**src/rtl/trace_pkg.sv**
```systemverilog
// every trace stream carries bytes; the encoder buffer is sized to the largest frame
package trace_pkg;

  // one byte on any trace stream
  typedef logic [7:0] byte_t;

  // interrupt controller fields
  typedef logic [7:0] irq_id_t;
  typedef logic [7:0] prio_t;

  // free-running cycle count that wraps
  typedef logic [31:0] timestamp_t;

  // software trace payload
  typedef logic [31:0] word_t;

  // first byte of each frame tells the host which source sent it
  localparam byte_t TagIrq = 8'h01;
  localparam byte_t TagSw = 8'h02;

  // frame lengths in bytes including the tag
  localparam int IrqFrameLen = 7;
  localparam int SwFrameLen = 5;

  // encoder buffer size
  localparam int MaxFrameLen = IrqFrameLen;

  // byte position inside a frame
  localparam int FrameIdxWidth = $clog2(MaxFrameLen);
  typedef logic [FrameIdxWidth-1:0] frame_idx_t;

endpackage

```
**src/rtl/irq_trace_packer.sv**
```systemverilog
// one interrupt frame in flight at a time; the timestamp wraps after 2^32 cycles
module irq_trace_packer (
  input  logic               clk_i,
  input  logic               reset_i,
  input  logic               irq_valid_i,
  output logic               irq_ready_o,
  input  trace_pkg::irq_id_t irq_id_i,
  input  trace_pkg::prio_t   irq_level_i,
  output trace_pkg::byte_t   out_data_o,
  output logic               out_valid_o,
  input  logic               out_ready_i,
  output logic               out_last_o
);
  import trace_pkg::*;

  timestamp_t ts_q;
  logic       busy_q;
  frame_idx_t idx_q;
  // tag, id, level, timestamp; the top element is on the output
  byte_t [IrqFrameLen-1:0] frame_q;

  logic accept;
  logic fire;

  assign irq_ready_o = ~busy_q;
  assign accept = irq_valid_i & irq_ready_o;
  assign fire = out_valid_o & out_ready_i;

  assign out_valid_o = busy_q;
  assign out_data_o = frame_q[IrqFrameLen-1];
  assign out_last_o = (idx_q == frame_idx_t'(IrqFrameLen - 1));

  // cycles since reset
  always_ff @(posedge clk_i) begin
    if (reset_i) begin
      ts_q <= '0;
    end else begin
      ts_q <= ts_q + timestamp_t'(1);
    end
  end

  always_ff @(posedge clk_i) begin
    if (reset_i) begin
      busy_q <= 1'b0;
      idx_q <= '0;
    end else if (accept) begin
      busy_q <= 1'b1;
      idx_q <= '0;
    end else if (fire) begin
      if (out_last_o) begin
        busy_q <= 1'b0;
      end else begin
        idx_q <= idx_q + frame_idx_t'(1);
      end
    end
  end

  // capture uses the counter value on the accepting edge
  always_ff @(posedge clk_i) begin
    if (accept) begin
      frame_q <= {TagIrq, irq_id_i, irq_level_i, ts_q};
    end else if (fire) begin
      frame_q <= {frame_q[IrqFrameLen-2:0], 8'h00};
    end
  end

endmodule

```
**src/rtl/sw_trace_packer.sv**
```systemverilog
// one software word in flight at a time; word bytes go out MSB first
module sw_trace_packer (
  input  logic             clk_i,
  input  logic             reset_i,
  input  logic             sw_valid_i,
  output logic             sw_ready_o,
  input  trace_pkg::word_t sw_data_i,
  output trace_pkg::byte_t out_data_o,
  output logic             out_valid_o,
  input  logic             out_ready_i,
  output logic             out_last_o
);
  import trace_pkg::*;

  logic       busy_q;
  frame_idx_t idx_q;
  // tag then word, shifted up one byte per transfer
  byte_t [SwFrameLen-1:0] frame_q;

  logic accept;
  logic fire;

  assign sw_ready_o = ~busy_q;
  assign accept = sw_valid_i & sw_ready_o;
  assign fire = out_valid_o & out_ready_i;

  assign out_valid_o = busy_q;
  assign out_data_o = frame_q[SwFrameLen-1];
  assign out_last_o = (idx_q == frame_idx_t'(SwFrameLen - 1));

  always_ff @(posedge clk_i) begin
    if (reset_i) begin
      busy_q <= 1'b0;
      idx_q <= '0;
    end else if (accept) begin
      busy_q <= 1'b1;
      idx_q <= '0;
    end else if (fire) begin
      if (out_last_o) begin
        busy_q <= 1'b0;
      end else begin
        idx_q <= idx_q + frame_idx_t'(1);
      end
    end
  end

  always_ff @(posedge clk_i) begin
    if (accept) begin
      frame_q <= {TagSw, sw_data_i};
    end else if (fire) begin
      frame_q <= {frame_q[SwFrameLen-2:0], 8'h00};
    end
  end

endmodule

```
**src/rtl/frame_arbiter.sv**
```systemverilog
// sources must hold valid from the first byte of a frame to its last; grant switches between frames
module frame_arbiter (
  input  logic             clk_i,
  input  logic             reset_i,
  input  trace_pkg::byte_t a_data_i,
  input  logic             a_valid_i,
  output logic             a_ready_o,
  input  logic             a_last_i,
  input  trace_pkg::byte_t b_data_i,
  input  logic             b_valid_i,
  output logic             b_ready_o,
  input  logic             b_last_i,
  output trace_pkg::byte_t out_data_o,
  output logic             out_valid_o,
  input  logic             out_ready_i,
  output logic             out_last_o
);
  // 0 selects source a, 1 selects source b
  logic busy_q;
  logic grant_q;
  logic prio_q;

  logic pick;
  logic sel;

  // round-robin only matters when both want the path
  always_comb begin
    if (a_valid_i && b_valid_i) begin
      pick = prio_q;
    end else begin
      pick = b_valid_i;
    end
  end

  assign sel = busy_q ? grant_q : pick;

  assign out_valid_o = sel ? b_valid_i : a_valid_i;
  assign out_data_o = sel ? b_data_i : a_data_i;
  assign out_last_o = sel ? b_last_i : a_last_i;

  assign a_ready_o = ~sel & out_ready_i;
  assign b_ready_o = sel & out_ready_i;

  // lock as soon as a byte is offered, so valid and data stay stable
  always_ff @(posedge clk_i) begin
    if (reset_i) begin
      busy_q <= 1'b0;
      grant_q <= 1'b0;
      prio_q <= 1'b0;
    end else if (out_valid_o && out_ready_i && out_last_o) begin
      busy_q <= 1'b0;
      prio_q <= ~sel;
    end else if (out_valid_o) begin
      busy_q <= 1'b1;
      grant_q <= sel;
    end
  end

endmodule

```
**src/rtl/cobs_encoder.sv**
```systemverilog
// frames must not exceed MaxFrameLen bytes, so a code byte never reaches FF
module cobs_encoder (
  input  logic             clk_i,
  input  logic             reset_i,
  input  trace_pkg::byte_t in_data_i,
  input  logic             in_valid_i,
  output logic             in_ready_o,
  input  logic             in_last_i,
  output trace_pkg::byte_t out_data_o,
  output logic             out_valid_o,
  input  logic             out_ready_i
);
  import trace_pkg::*;

  localparam int CntWidth = $clog2(MaxFrameLen + 1);

  typedef logic [CntWidth-1:0] cnt_t;

  // emit_q low means collecting
  logic       emit_q;
  logic       first_q;
  frame_idx_t wr_idx_q;
  cnt_t       len_q;
  cnt_t       pos_q;
  byte_t      mem_q [MaxFrameLen];

  cnt_t scan_start;
  cnt_t run_len;
  logic run_stop;
  logic at_end;
  logic at_zero;
  logic in_fire;
  logic out_fire;

  assign in_ready_o = ~emit_q;
  assign in_fire = in_valid_i & in_ready_o;
  assign out_valid_o = emit_q;
  assign out_fire = out_valid_o & out_ready_i;

  assign at_end = (pos_q == len_q);
  assign at_zero = ~at_end && (mem_q[pos_q] == 8'h00);

  // leading code scans from byte 0, a replaced zero scans from the byte after it
  assign scan_start = first_q ? pos_q : pos_q + cnt_t'(1);

  // non-zero run length up to the next zero or the end of the payload
  always_comb begin
    run_len = '0;
    run_stop = 1'b0;
    for (int i = 0; i < MaxFrameLen; i++) begin
      if ((cnt_t'(i) >= scan_start) && !run_stop) begin
        if ((cnt_t'(i) < len_q) && (mem_q[i] != 8'h00)) begin
          run_len = run_len + cnt_t'(1);
        end else begin
          run_stop = 1'b1;
        end
      end
    end
  end

  always_comb begin
    if (first_q || at_zero) begin
      out_data_o = byte_t'(run_len) + byte_t'(1);
    end else if (at_end) begin
      // frame delimiter
      out_data_o = 8'h00;
    end else begin
      out_data_o = mem_q[pos_q];
    end
  end

  always_ff @(posedge clk_i) begin
    if (reset_i) begin
      emit_q <= 1'b0;
      first_q <= 1'b0;
      wr_idx_q <= '0;
      len_q <= '0;
      pos_q <= '0;
    end else if (in_fire) begin
      if (in_last_i) begin
        emit_q <= 1'b1;
        first_q <= 1'b1;
        wr_idx_q <= '0;
        pos_q <= '0;
        len_q <= cnt_t'(wr_idx_q) + cnt_t'(1);
      end else begin
        wr_idx_q <= wr_idx_q + frame_idx_t'(1);
      end
    end else if (out_fire) begin
      if (first_q) begin
        // leading code does not consume a payload byte
        first_q <= 1'b0;
      end else if (at_end) begin
        emit_q <= 1'b0;
      end else begin
        pos_q <= pos_q + cnt_t'(1);
      end
    end
  end

  always_ff @(posedge clk_i) begin
    if (in_fire) begin
      mem_q[wr_idx_q] <= in_data_i;
    end
  end

endmodule

```
**src/rtl/byte_fifo.sv**
```systemverilog
// FifoDepth must be 2 or more; when full, a write is taken only together with a read
module byte_fifo #(
  parameter int FifoDepth = 16
) (
  input  logic             clk_i,
  input  logic             reset_i,
  input  trace_pkg::byte_t wr_data_i,
  input  logic             wr_valid_i,
  output logic             wr_ready_o,
  output trace_pkg::byte_t rd_data_o,
  output logic             rd_valid_o,
  input  logic             rd_ready_i
);
  import trace_pkg::*;

  localparam int PtrWidth = $clog2(FifoDepth);
  localparam int CntWidth = $clog2(FifoDepth + 1);

  typedef logic [PtrWidth-1:0] ptr_t;

  byte_t               mem_q [FifoDepth];
  ptr_t                wr_ptr_q;
  ptr_t                rd_ptr_q;
  logic [CntWidth-1:0] count_q;

  logic full;
  logic wr_fire;
  logic rd_fire;

  // wraps at FifoDepth, which need not be a power of two
  function automatic ptr_t next_ptr(input ptr_t ptr);
    if (ptr == ptr_t'(FifoDepth - 1)) begin
      return '0;
    end
    return ptr + ptr_t'(1);
  endfunction

  assign full = (count_q == CntWidth'(FifoDepth));
  assign rd_valid_o = (count_q != '0);
  assign wr_ready_o = ~full | rd_ready_i;
  assign wr_fire = wr_valid_i & wr_ready_o;
  assign rd_fire = rd_valid_o & rd_ready_i;
  assign rd_data_o = mem_q[rd_ptr_q];

  always_ff @(posedge clk_i) begin
    if (reset_i) begin
      wr_ptr_q <= '0;
      rd_ptr_q <= '0;
      count_q <= '0;
    end else begin
      if (wr_fire) begin
        wr_ptr_q <= next_ptr(wr_ptr_q);
      end
      if (rd_fire) begin
        rd_ptr_q <= next_ptr(rd_ptr_q);
      end
      if (wr_fire && !rd_fire) begin
        count_q <= count_q + CntWidth'(1);
      end else if (rd_fire && !wr_fire) begin
        count_q <= count_q - CntWidth'(1);
      end
    end
  end

  always_ff @(posedge clk_i) begin
    if (wr_fire) begin
      mem_q[wr_ptr_q] <= wr_data_i;
    end
  end

endmodule

```
**src/rtl/uart_tx.sv**
```systemverilog
// 8N1 only, no parity; ClksPerBit must be 2 or more and a new byte waits for the stop bit
module uart_tx #(
  parameter int ClksPerBit = 868
) (
  input  logic             clk_i,
  input  logic             reset_i,
  input  trace_pkg::byte_t data_i,
  input  logic             valid_i,
  output logic             ready_o,
  output logic             tx_o
);
  localparam int CntWidth = $clog2(ClksPerBit);
  localparam int FrameBits = 10;

  logic                 busy_q;
  logic [CntWidth-1:0]  clk_cnt_q;
  logic [3:0]           bit_idx_q;
  // stop, data, start; bit 0 drives the line
  logic [FrameBits-1:0] shift_q;

  logic bit_done;

  assign ready_o = ~busy_q;
  assign tx_o = shift_q[0];
  assign bit_done = (clk_cnt_q == CntWidth'(ClksPerBit - 1));

  always_ff @(posedge clk_i) begin
    if (reset_i) begin
      busy_q <= 1'b0;
      clk_cnt_q <= '0;
      bit_idx_q <= '0;
      // line idles high
      shift_q <= '1;
    end else if (!busy_q) begin
      if (valid_i) begin
        busy_q <= 1'b1;
        clk_cnt_q <= '0;
        bit_idx_q <= '0;
        shift_q <= {1'b1, data_i, 1'b0};
      end
    end else if (bit_done) begin
      clk_cnt_q <= '0;
      // ones shift in behind the stop bit
      shift_q <= {1'b1, shift_q[FrameBits-1:1]};
      if (bit_idx_q == 4'(FrameBits - 1)) begin
        busy_q <= 1'b0;
      end else begin
        bit_idx_q <= bit_idx_q + 4'd1;
      end
    end else begin
      clk_cnt_q <= clk_cnt_q + CntWidth'(1);
    end
  end

endmodule

```
**src/rtl/trace_top.sv**
```systemverilog
// no byte is dropped under back-pressure; source requests simply wait while their ready is low
module trace_top #(
  parameter int ClksPerBit = 868,
  parameter int FifoDepth = 16
) (
  input  logic               clk_i,
  input  logic               reset_i,
  input  logic               irq_valid_i,
  output logic               irq_ready_o,
  input  trace_pkg::irq_id_t irq_id_i,
  input  trace_pkg::prio_t   irq_level_i,
  input  logic               sw_valid_i,
  output logic               sw_ready_o,
  input  trace_pkg::word_t   sw_data_i,
  output logic               tx_o
);
  import trace_pkg::*;

  // packer outputs
  byte_t irq_byte;
  logic  irq_byte_valid;
  logic  irq_byte_ready;
  logic  irq_byte_last;
  byte_t sw_byte;
  logic  sw_byte_valid;
  logic  sw_byte_ready;
  logic  sw_byte_last;

  // shared path
  byte_t arb_byte;
  logic  arb_byte_valid;
  logic  arb_byte_ready;
  logic  arb_byte_last;
  byte_t enc_byte;
  logic  enc_byte_valid;
  logic  enc_byte_ready;
  byte_t fifo_byte;
  logic  fifo_byte_valid;
  logic  uart_ready;

  irq_trace_packer irq_trace_packer_i (
    .clk_i      (clk_i),
    .reset_i    (reset_i),
    .irq_valid_i(irq_valid_i),
    .irq_ready_o(irq_ready_o),
    .irq_id_i   (irq_id_i),
    .irq_level_i(irq_level_i),
    .out_data_o (irq_byte),
    .out_valid_o(irq_byte_valid),
    .out_ready_i(irq_byte_ready),
    .out_last_o (irq_byte_last)
  );

  sw_trace_packer sw_trace_packer_i (
    .clk_i      (clk_i),
    .reset_i    (reset_i),
    .sw_valid_i (sw_valid_i),
    .sw_ready_o (sw_ready_o),
    .sw_data_i  (sw_data_i),
    .out_data_o (sw_byte),
    .out_valid_o(sw_byte_valid),
    .out_ready_i(sw_byte_ready),
    .out_last_o (sw_byte_last)
  );

  // interrupt frames on port a, software frames on port b
  frame_arbiter frame_arbiter_i (
    .clk_i      (clk_i),
    .reset_i    (reset_i),
    .a_data_i   (irq_byte),
    .a_valid_i  (irq_byte_valid),
    .a_ready_o  (irq_byte_ready),
    .a_last_i   (irq_byte_last),
    .b_data_i   (sw_byte),
    .b_valid_i  (sw_byte_valid),
    .b_ready_o  (sw_byte_ready),
    .b_last_i   (sw_byte_last),
    .out_data_o (arb_byte),
    .out_valid_o(arb_byte_valid),
    .out_ready_i(arb_byte_ready),
    .out_last_o (arb_byte_last)
  );

  cobs_encoder cobs_encoder_i (
    .clk_i      (clk_i),
    .reset_i    (reset_i),
    .in_data_i  (arb_byte),
    .in_valid_i (arb_byte_valid),
    .in_ready_o (arb_byte_ready),
    .in_last_i  (arb_byte_last),
    .out_data_o (enc_byte),
    .out_valid_o(enc_byte_valid),
    .out_ready_i(enc_byte_ready)
  );

  byte_fifo #(
    .FifoDepth(FifoDepth)
  ) byte_fifo_i (
    .clk_i     (clk_i),
    .reset_i   (reset_i),
    .wr_data_i (enc_byte),
    .wr_valid_i(enc_byte_valid),
    .wr_ready_o(enc_byte_ready),
    .rd_data_o (fifo_byte),
    .rd_valid_o(fifo_byte_valid),
    .rd_ready_i(uart_ready)
  );

  uart_tx #(
    .ClksPerBit(ClksPerBit)
  ) uart_tx_i (
    .clk_i  (clk_i),
    .reset_i(reset_i),
    .data_i (fifo_byte),
    .valid_i(fifo_byte_valid),
    .ready_o(uart_ready),
    .tx_o   (tx_o)
  );

endmodule

```
**config.mk**
```make
export PLATFORM = sky130hd
export DESIGN_NAME = trace_top
export DESIGN_NICKNAME = d
export VERILOG_FILES = /design/src/rtl/trace_pkg.sv /design/src/rtl/irq_trace_packer.sv /design/src/rtl/sw_trace_packer.sv /design/src/rtl/frame_arbiter.sv /design/src/rtl/cobs_encoder.sv /design/src/rtl/byte_fifo.sv /design/src/rtl/uart_tx.sv /design/src/rtl/trace_top.sv
export SDC_FILE = /design/constraint.sdc
export NUM_CORES = 1
export LEC_CHECK = 0
export BUFFER_PORTS_ARGS = -buffer_cell sky130_fd_sc_hd__buf_2
export CORE_AREA = 2 2 177 179
export DETAILED_ROUTE_END_ITERATION = 8
export DIE_AREA = 0 0 179 181
export PLACE_DENSITY_LB_ADDON = 0.1
export SLEW_MARGIN = 5
export SYNTH_ARGS = -nofsm -noshare
export SYNTH_HDL_FRONTEND = slang
export SYNTH_SLANG_ARGS = --single-unit
```
**constraint.sdc**
```tcl
create_clock -name clk_i -period 15.3 [get_ports clk_i]
set_clock_uncertainty 0.1 [all_clocks]
set_input_delay 1.53 -clock clk_i [delete_from_list [all_inputs] [get_ports clk_i]]
set_output_delay 1.53 -clock clk_i [all_outputs]
set_load 0.03 [all_outputs]
```
==> impl_metrics.yaml <==
timing:
  setup_viol: 0
  fin_setup_tns_ns: 0
  slew_headroom: 0.1703
  timing.fmax_ghz: 0.1731
  holdWs_ns: 0.3347
  grt_setup_unrepaired: "no"
  tightest_slew_ns: 1.242
  post-route-min-period_ns: 5.778
  hold_violations: 0
  fin_crit_sh: 0.3776
  slew_violations: 0
power_and_ir_drop:
  power.total_mw: 2.613
  ir_drop_mv: 0.08592
  p_leak_nw: 6.588
  power_density_nw_per_um2: 140.0
worst_setup_path:
  r2r.worst_path.cells: 22
  cp_data_arrival_time_ns: 5.88
  rr_endpoint: "byte_fifo_i.mem_q[4][2]"
  required_ns: 15.40
  crit_path_end_kind: "flip-flop"
  path_max_fanout: 16
  crit_type: "flip-flop to flip-flop"
  r2r-start: "cobs_encoder_i.pos_q[0]"
  worst_setup_path_start_kind: "flip-flop"
  reg2reg_slack_ns: 9.52
logic_synthesis:
  netlist_area_um2: 16530
  synth_ff_type: "edfxtp_1"
  synth-edff-count: 272
  synth_top_area_cell: "edfxtp_1"
  yosysTopAreaCellShare: 0.4940
  syn_inst: 1190
  synth.area.top_cells: "edfxtp_1 49%, dfxtp_1 14%, mux4_2 7.6%"
  ys_ff_latch: 386
  synthArstFlopShare: 0
  synth_warnings: 0
  synth.yosys.seq_area_share: 0.6320
  avgSynthCellArea_um2: 13.89
  yosysUniqueCellTypes: 68
  syn-num-nets: 1268
global_routing:
  grt_overflow_total: 0
  grt_usage: 0.2047
  grt_pass1_wl_um: 51650
  grt_max_degree: 88
  grt_pass1_vias: 9479
  antenna_found_initial: 0
cts:
  cts-buffers-inserted: 40
  cts_root_buf: "clkbuf_16"
  clockBufferDepth: 3
  cts_setup_buffers: 0
  cts_sinks: 386
  clk_pin_slew_ns: 0.06
  cts_max_level: 2
  postCtsResizedCells: 0
  clkLatencyLatePin_ns: 0.53
  ctsHoldBuffers: 0
  cts_tree: "done"
floorplanning:
  placementRows: 64
  die_h_um: 181
  chipWidth_um: 179
  dieArea_um2: 32400
  coreArea_um2: 30350
  initial_core_util: 0.5448
  pin_count: 55
place:
  hpwl_um: 21150
  gp_congestion: 0.8088
  dp_cells: 1598
  port_buffers: 54
min_path:
  hold_start: "uart_tx_i.shift_q[0]"
  hold_depth: 2
  min_to: "uart_tx_i.shift_q[0]"
  worstHoldPathType: "flip-flop to flip-flop"
finish:
  final_common_cell: "edfxtp_1"
  final_cell_mix: "272 x edfxtp_1, 118 x nor2_1, 112 x dfxtp_1"
  final_nets: 1322
  drive_above_1_share: 0.2268
  syn_to_final_growth_pct: 12.87
  insertedDiodeCount: 0
  fin_cells: 1670
  post-route-util: 0.6149
routing:
  postRouteAntennaNets: 0
  via_count: 9550
  wl_per_cell_um: 19.34
  drc: 0
  drt_iter0_markers: 685
  wl_um: 32310
  viasPerCell: 5.719
  drt_pass1_iterations: 8
run:
  maxCapViolCount: 0
run_status:
  status: "completed"
[synth_stat cells (all sizes together), types with 11 or more instances]
cell type and n:
a21oi 52, and3 13, nand2 86, clkbuf 35, ha 25, edfxtp 272
mux2i 26, xnor2 16, o21ai 22, or3 14, buf 20, nand3 17
xor2 41, nand4 11, mux2 75, and2 19, nor2 119, mux4 56
nor3 26, nand2b 15, inv 19, nor4 14, dfxtp 114
[critical path, stage by stage, from the launching register on]
cell and delay [ns]:
dfxtp_1 0.51, ha_1 0.28, xor2_1 0.29, o32a_1 0.25, nor2b_1 0.07, ha_1 0.29
inv_1 0.06, or3_1 0.35, a211oi_2 0.37, ha_1 0.30, o22ai_1 0.23, mux2i_1 0.28
nand2_1 0.08, ha_1 0.28, nand2_1 0.06, nand2b_1 0.09, ha_1 0.14, nor3b_1 0.22
xor2_1 0.16, nor2_1 0.06, xnor2_1 0.28, xnor3_1 0.36, a21o_1 0.35
[worst max path at each step]
| stage | endpoint | slack (ns) | start | cells past startpoint |
|---|---|---|---|---|
| after floorplan | byte_fifo_i.mem_q[0][2] | 10.20 | cobs_encoder_i.pos_q[1] | 22 |
| after global placement | byte_fifo_i.mem_q[12][2] | 9.76 | cobs_encoder_i.pos_q[0] | 22 |
| after detailed placement | byte_fifo_i.mem_q[0][2] | 9.57 | cobs_encoder_i.pos_q[0] | 22 |
| after CTS | byte_fifo_i.mem_q[12][2] | 9.55 | cobs_encoder_i.pos_q[0] | 22 |
| after global routing | byte_fifo_i.mem_q[12][2] | 9.16 | cobs_encoder_i.pos_q[0] | 22 |
| final | byte_fifo_i.mem_q[4][2] | 9.52 | cobs_encoder_i.pos_q[0] | 22 |
[sequential cells by signal (all words and copies together), names as in the netlist, 9 cells and up, named ones only]
name	flops
sw_trace_packer_i.frame_q	32
uart_tx_i.clk_cnt_q	10
irq_trace_packer_i.frame_q	48
byte_fifo_i.mem_q	128
irq_trace_packer_i.ts_q	32
uart_tx_i.shift_q	9
cobs_encoder_i.mem_q	64
[power breakdown]
part	internal (mW)	switching [mW]	leakage, nW	total (mW)
combinational	0.155	0.173	2.39	0.328
sequential	1.19	0.0507	3.50	1.24
clock	0.650	0.400	0.701	1.05
[cell type report]
type                       instances  area, µm²
clock inverter                    25      342.8
tap                              396      495.5
timing repair buffer              67      367.9
sequential                       386      10450
clock buffer                      47       1099
multi-input combinational        730       5834
inverter                          19      71.32
fill                            2298      11690
[logic make-up after synthesis]
family                     Yosys count  synth area share
DFF                                386            0.6320
buffers and inverters               74           0.01756
xor gates and xnor gates            58           0.03155
adders and majority gates           26           0.02013
AOI/OAI and AO/OA                  123           0.04941
muxes                              157            0.1431
and+or+nand+nor                    366            0.1062
[routing by layer]
metal	wire, µm	global-route usage	share of wire	vias to the layer above
met5	0	0	0	-
met3	1394	0.03704	0.043	44
met4	575	0.05138	0.018	0
met2	15780	0.3311	0.49	186
met1	14550	0.2876	0.45	4752
li1	-	-	-	4568
[stage by stage]
step	instance area [µm²]	worst slack, ns
after floorplan	16530	10.20
after global placement	17220	9.760
after detailed placement	17220	9.568
after CTS	18660	9.554
after global routing	18660	9.158
final	18660	9.522
Note: power is estimated with default switching activity, not from simulation.
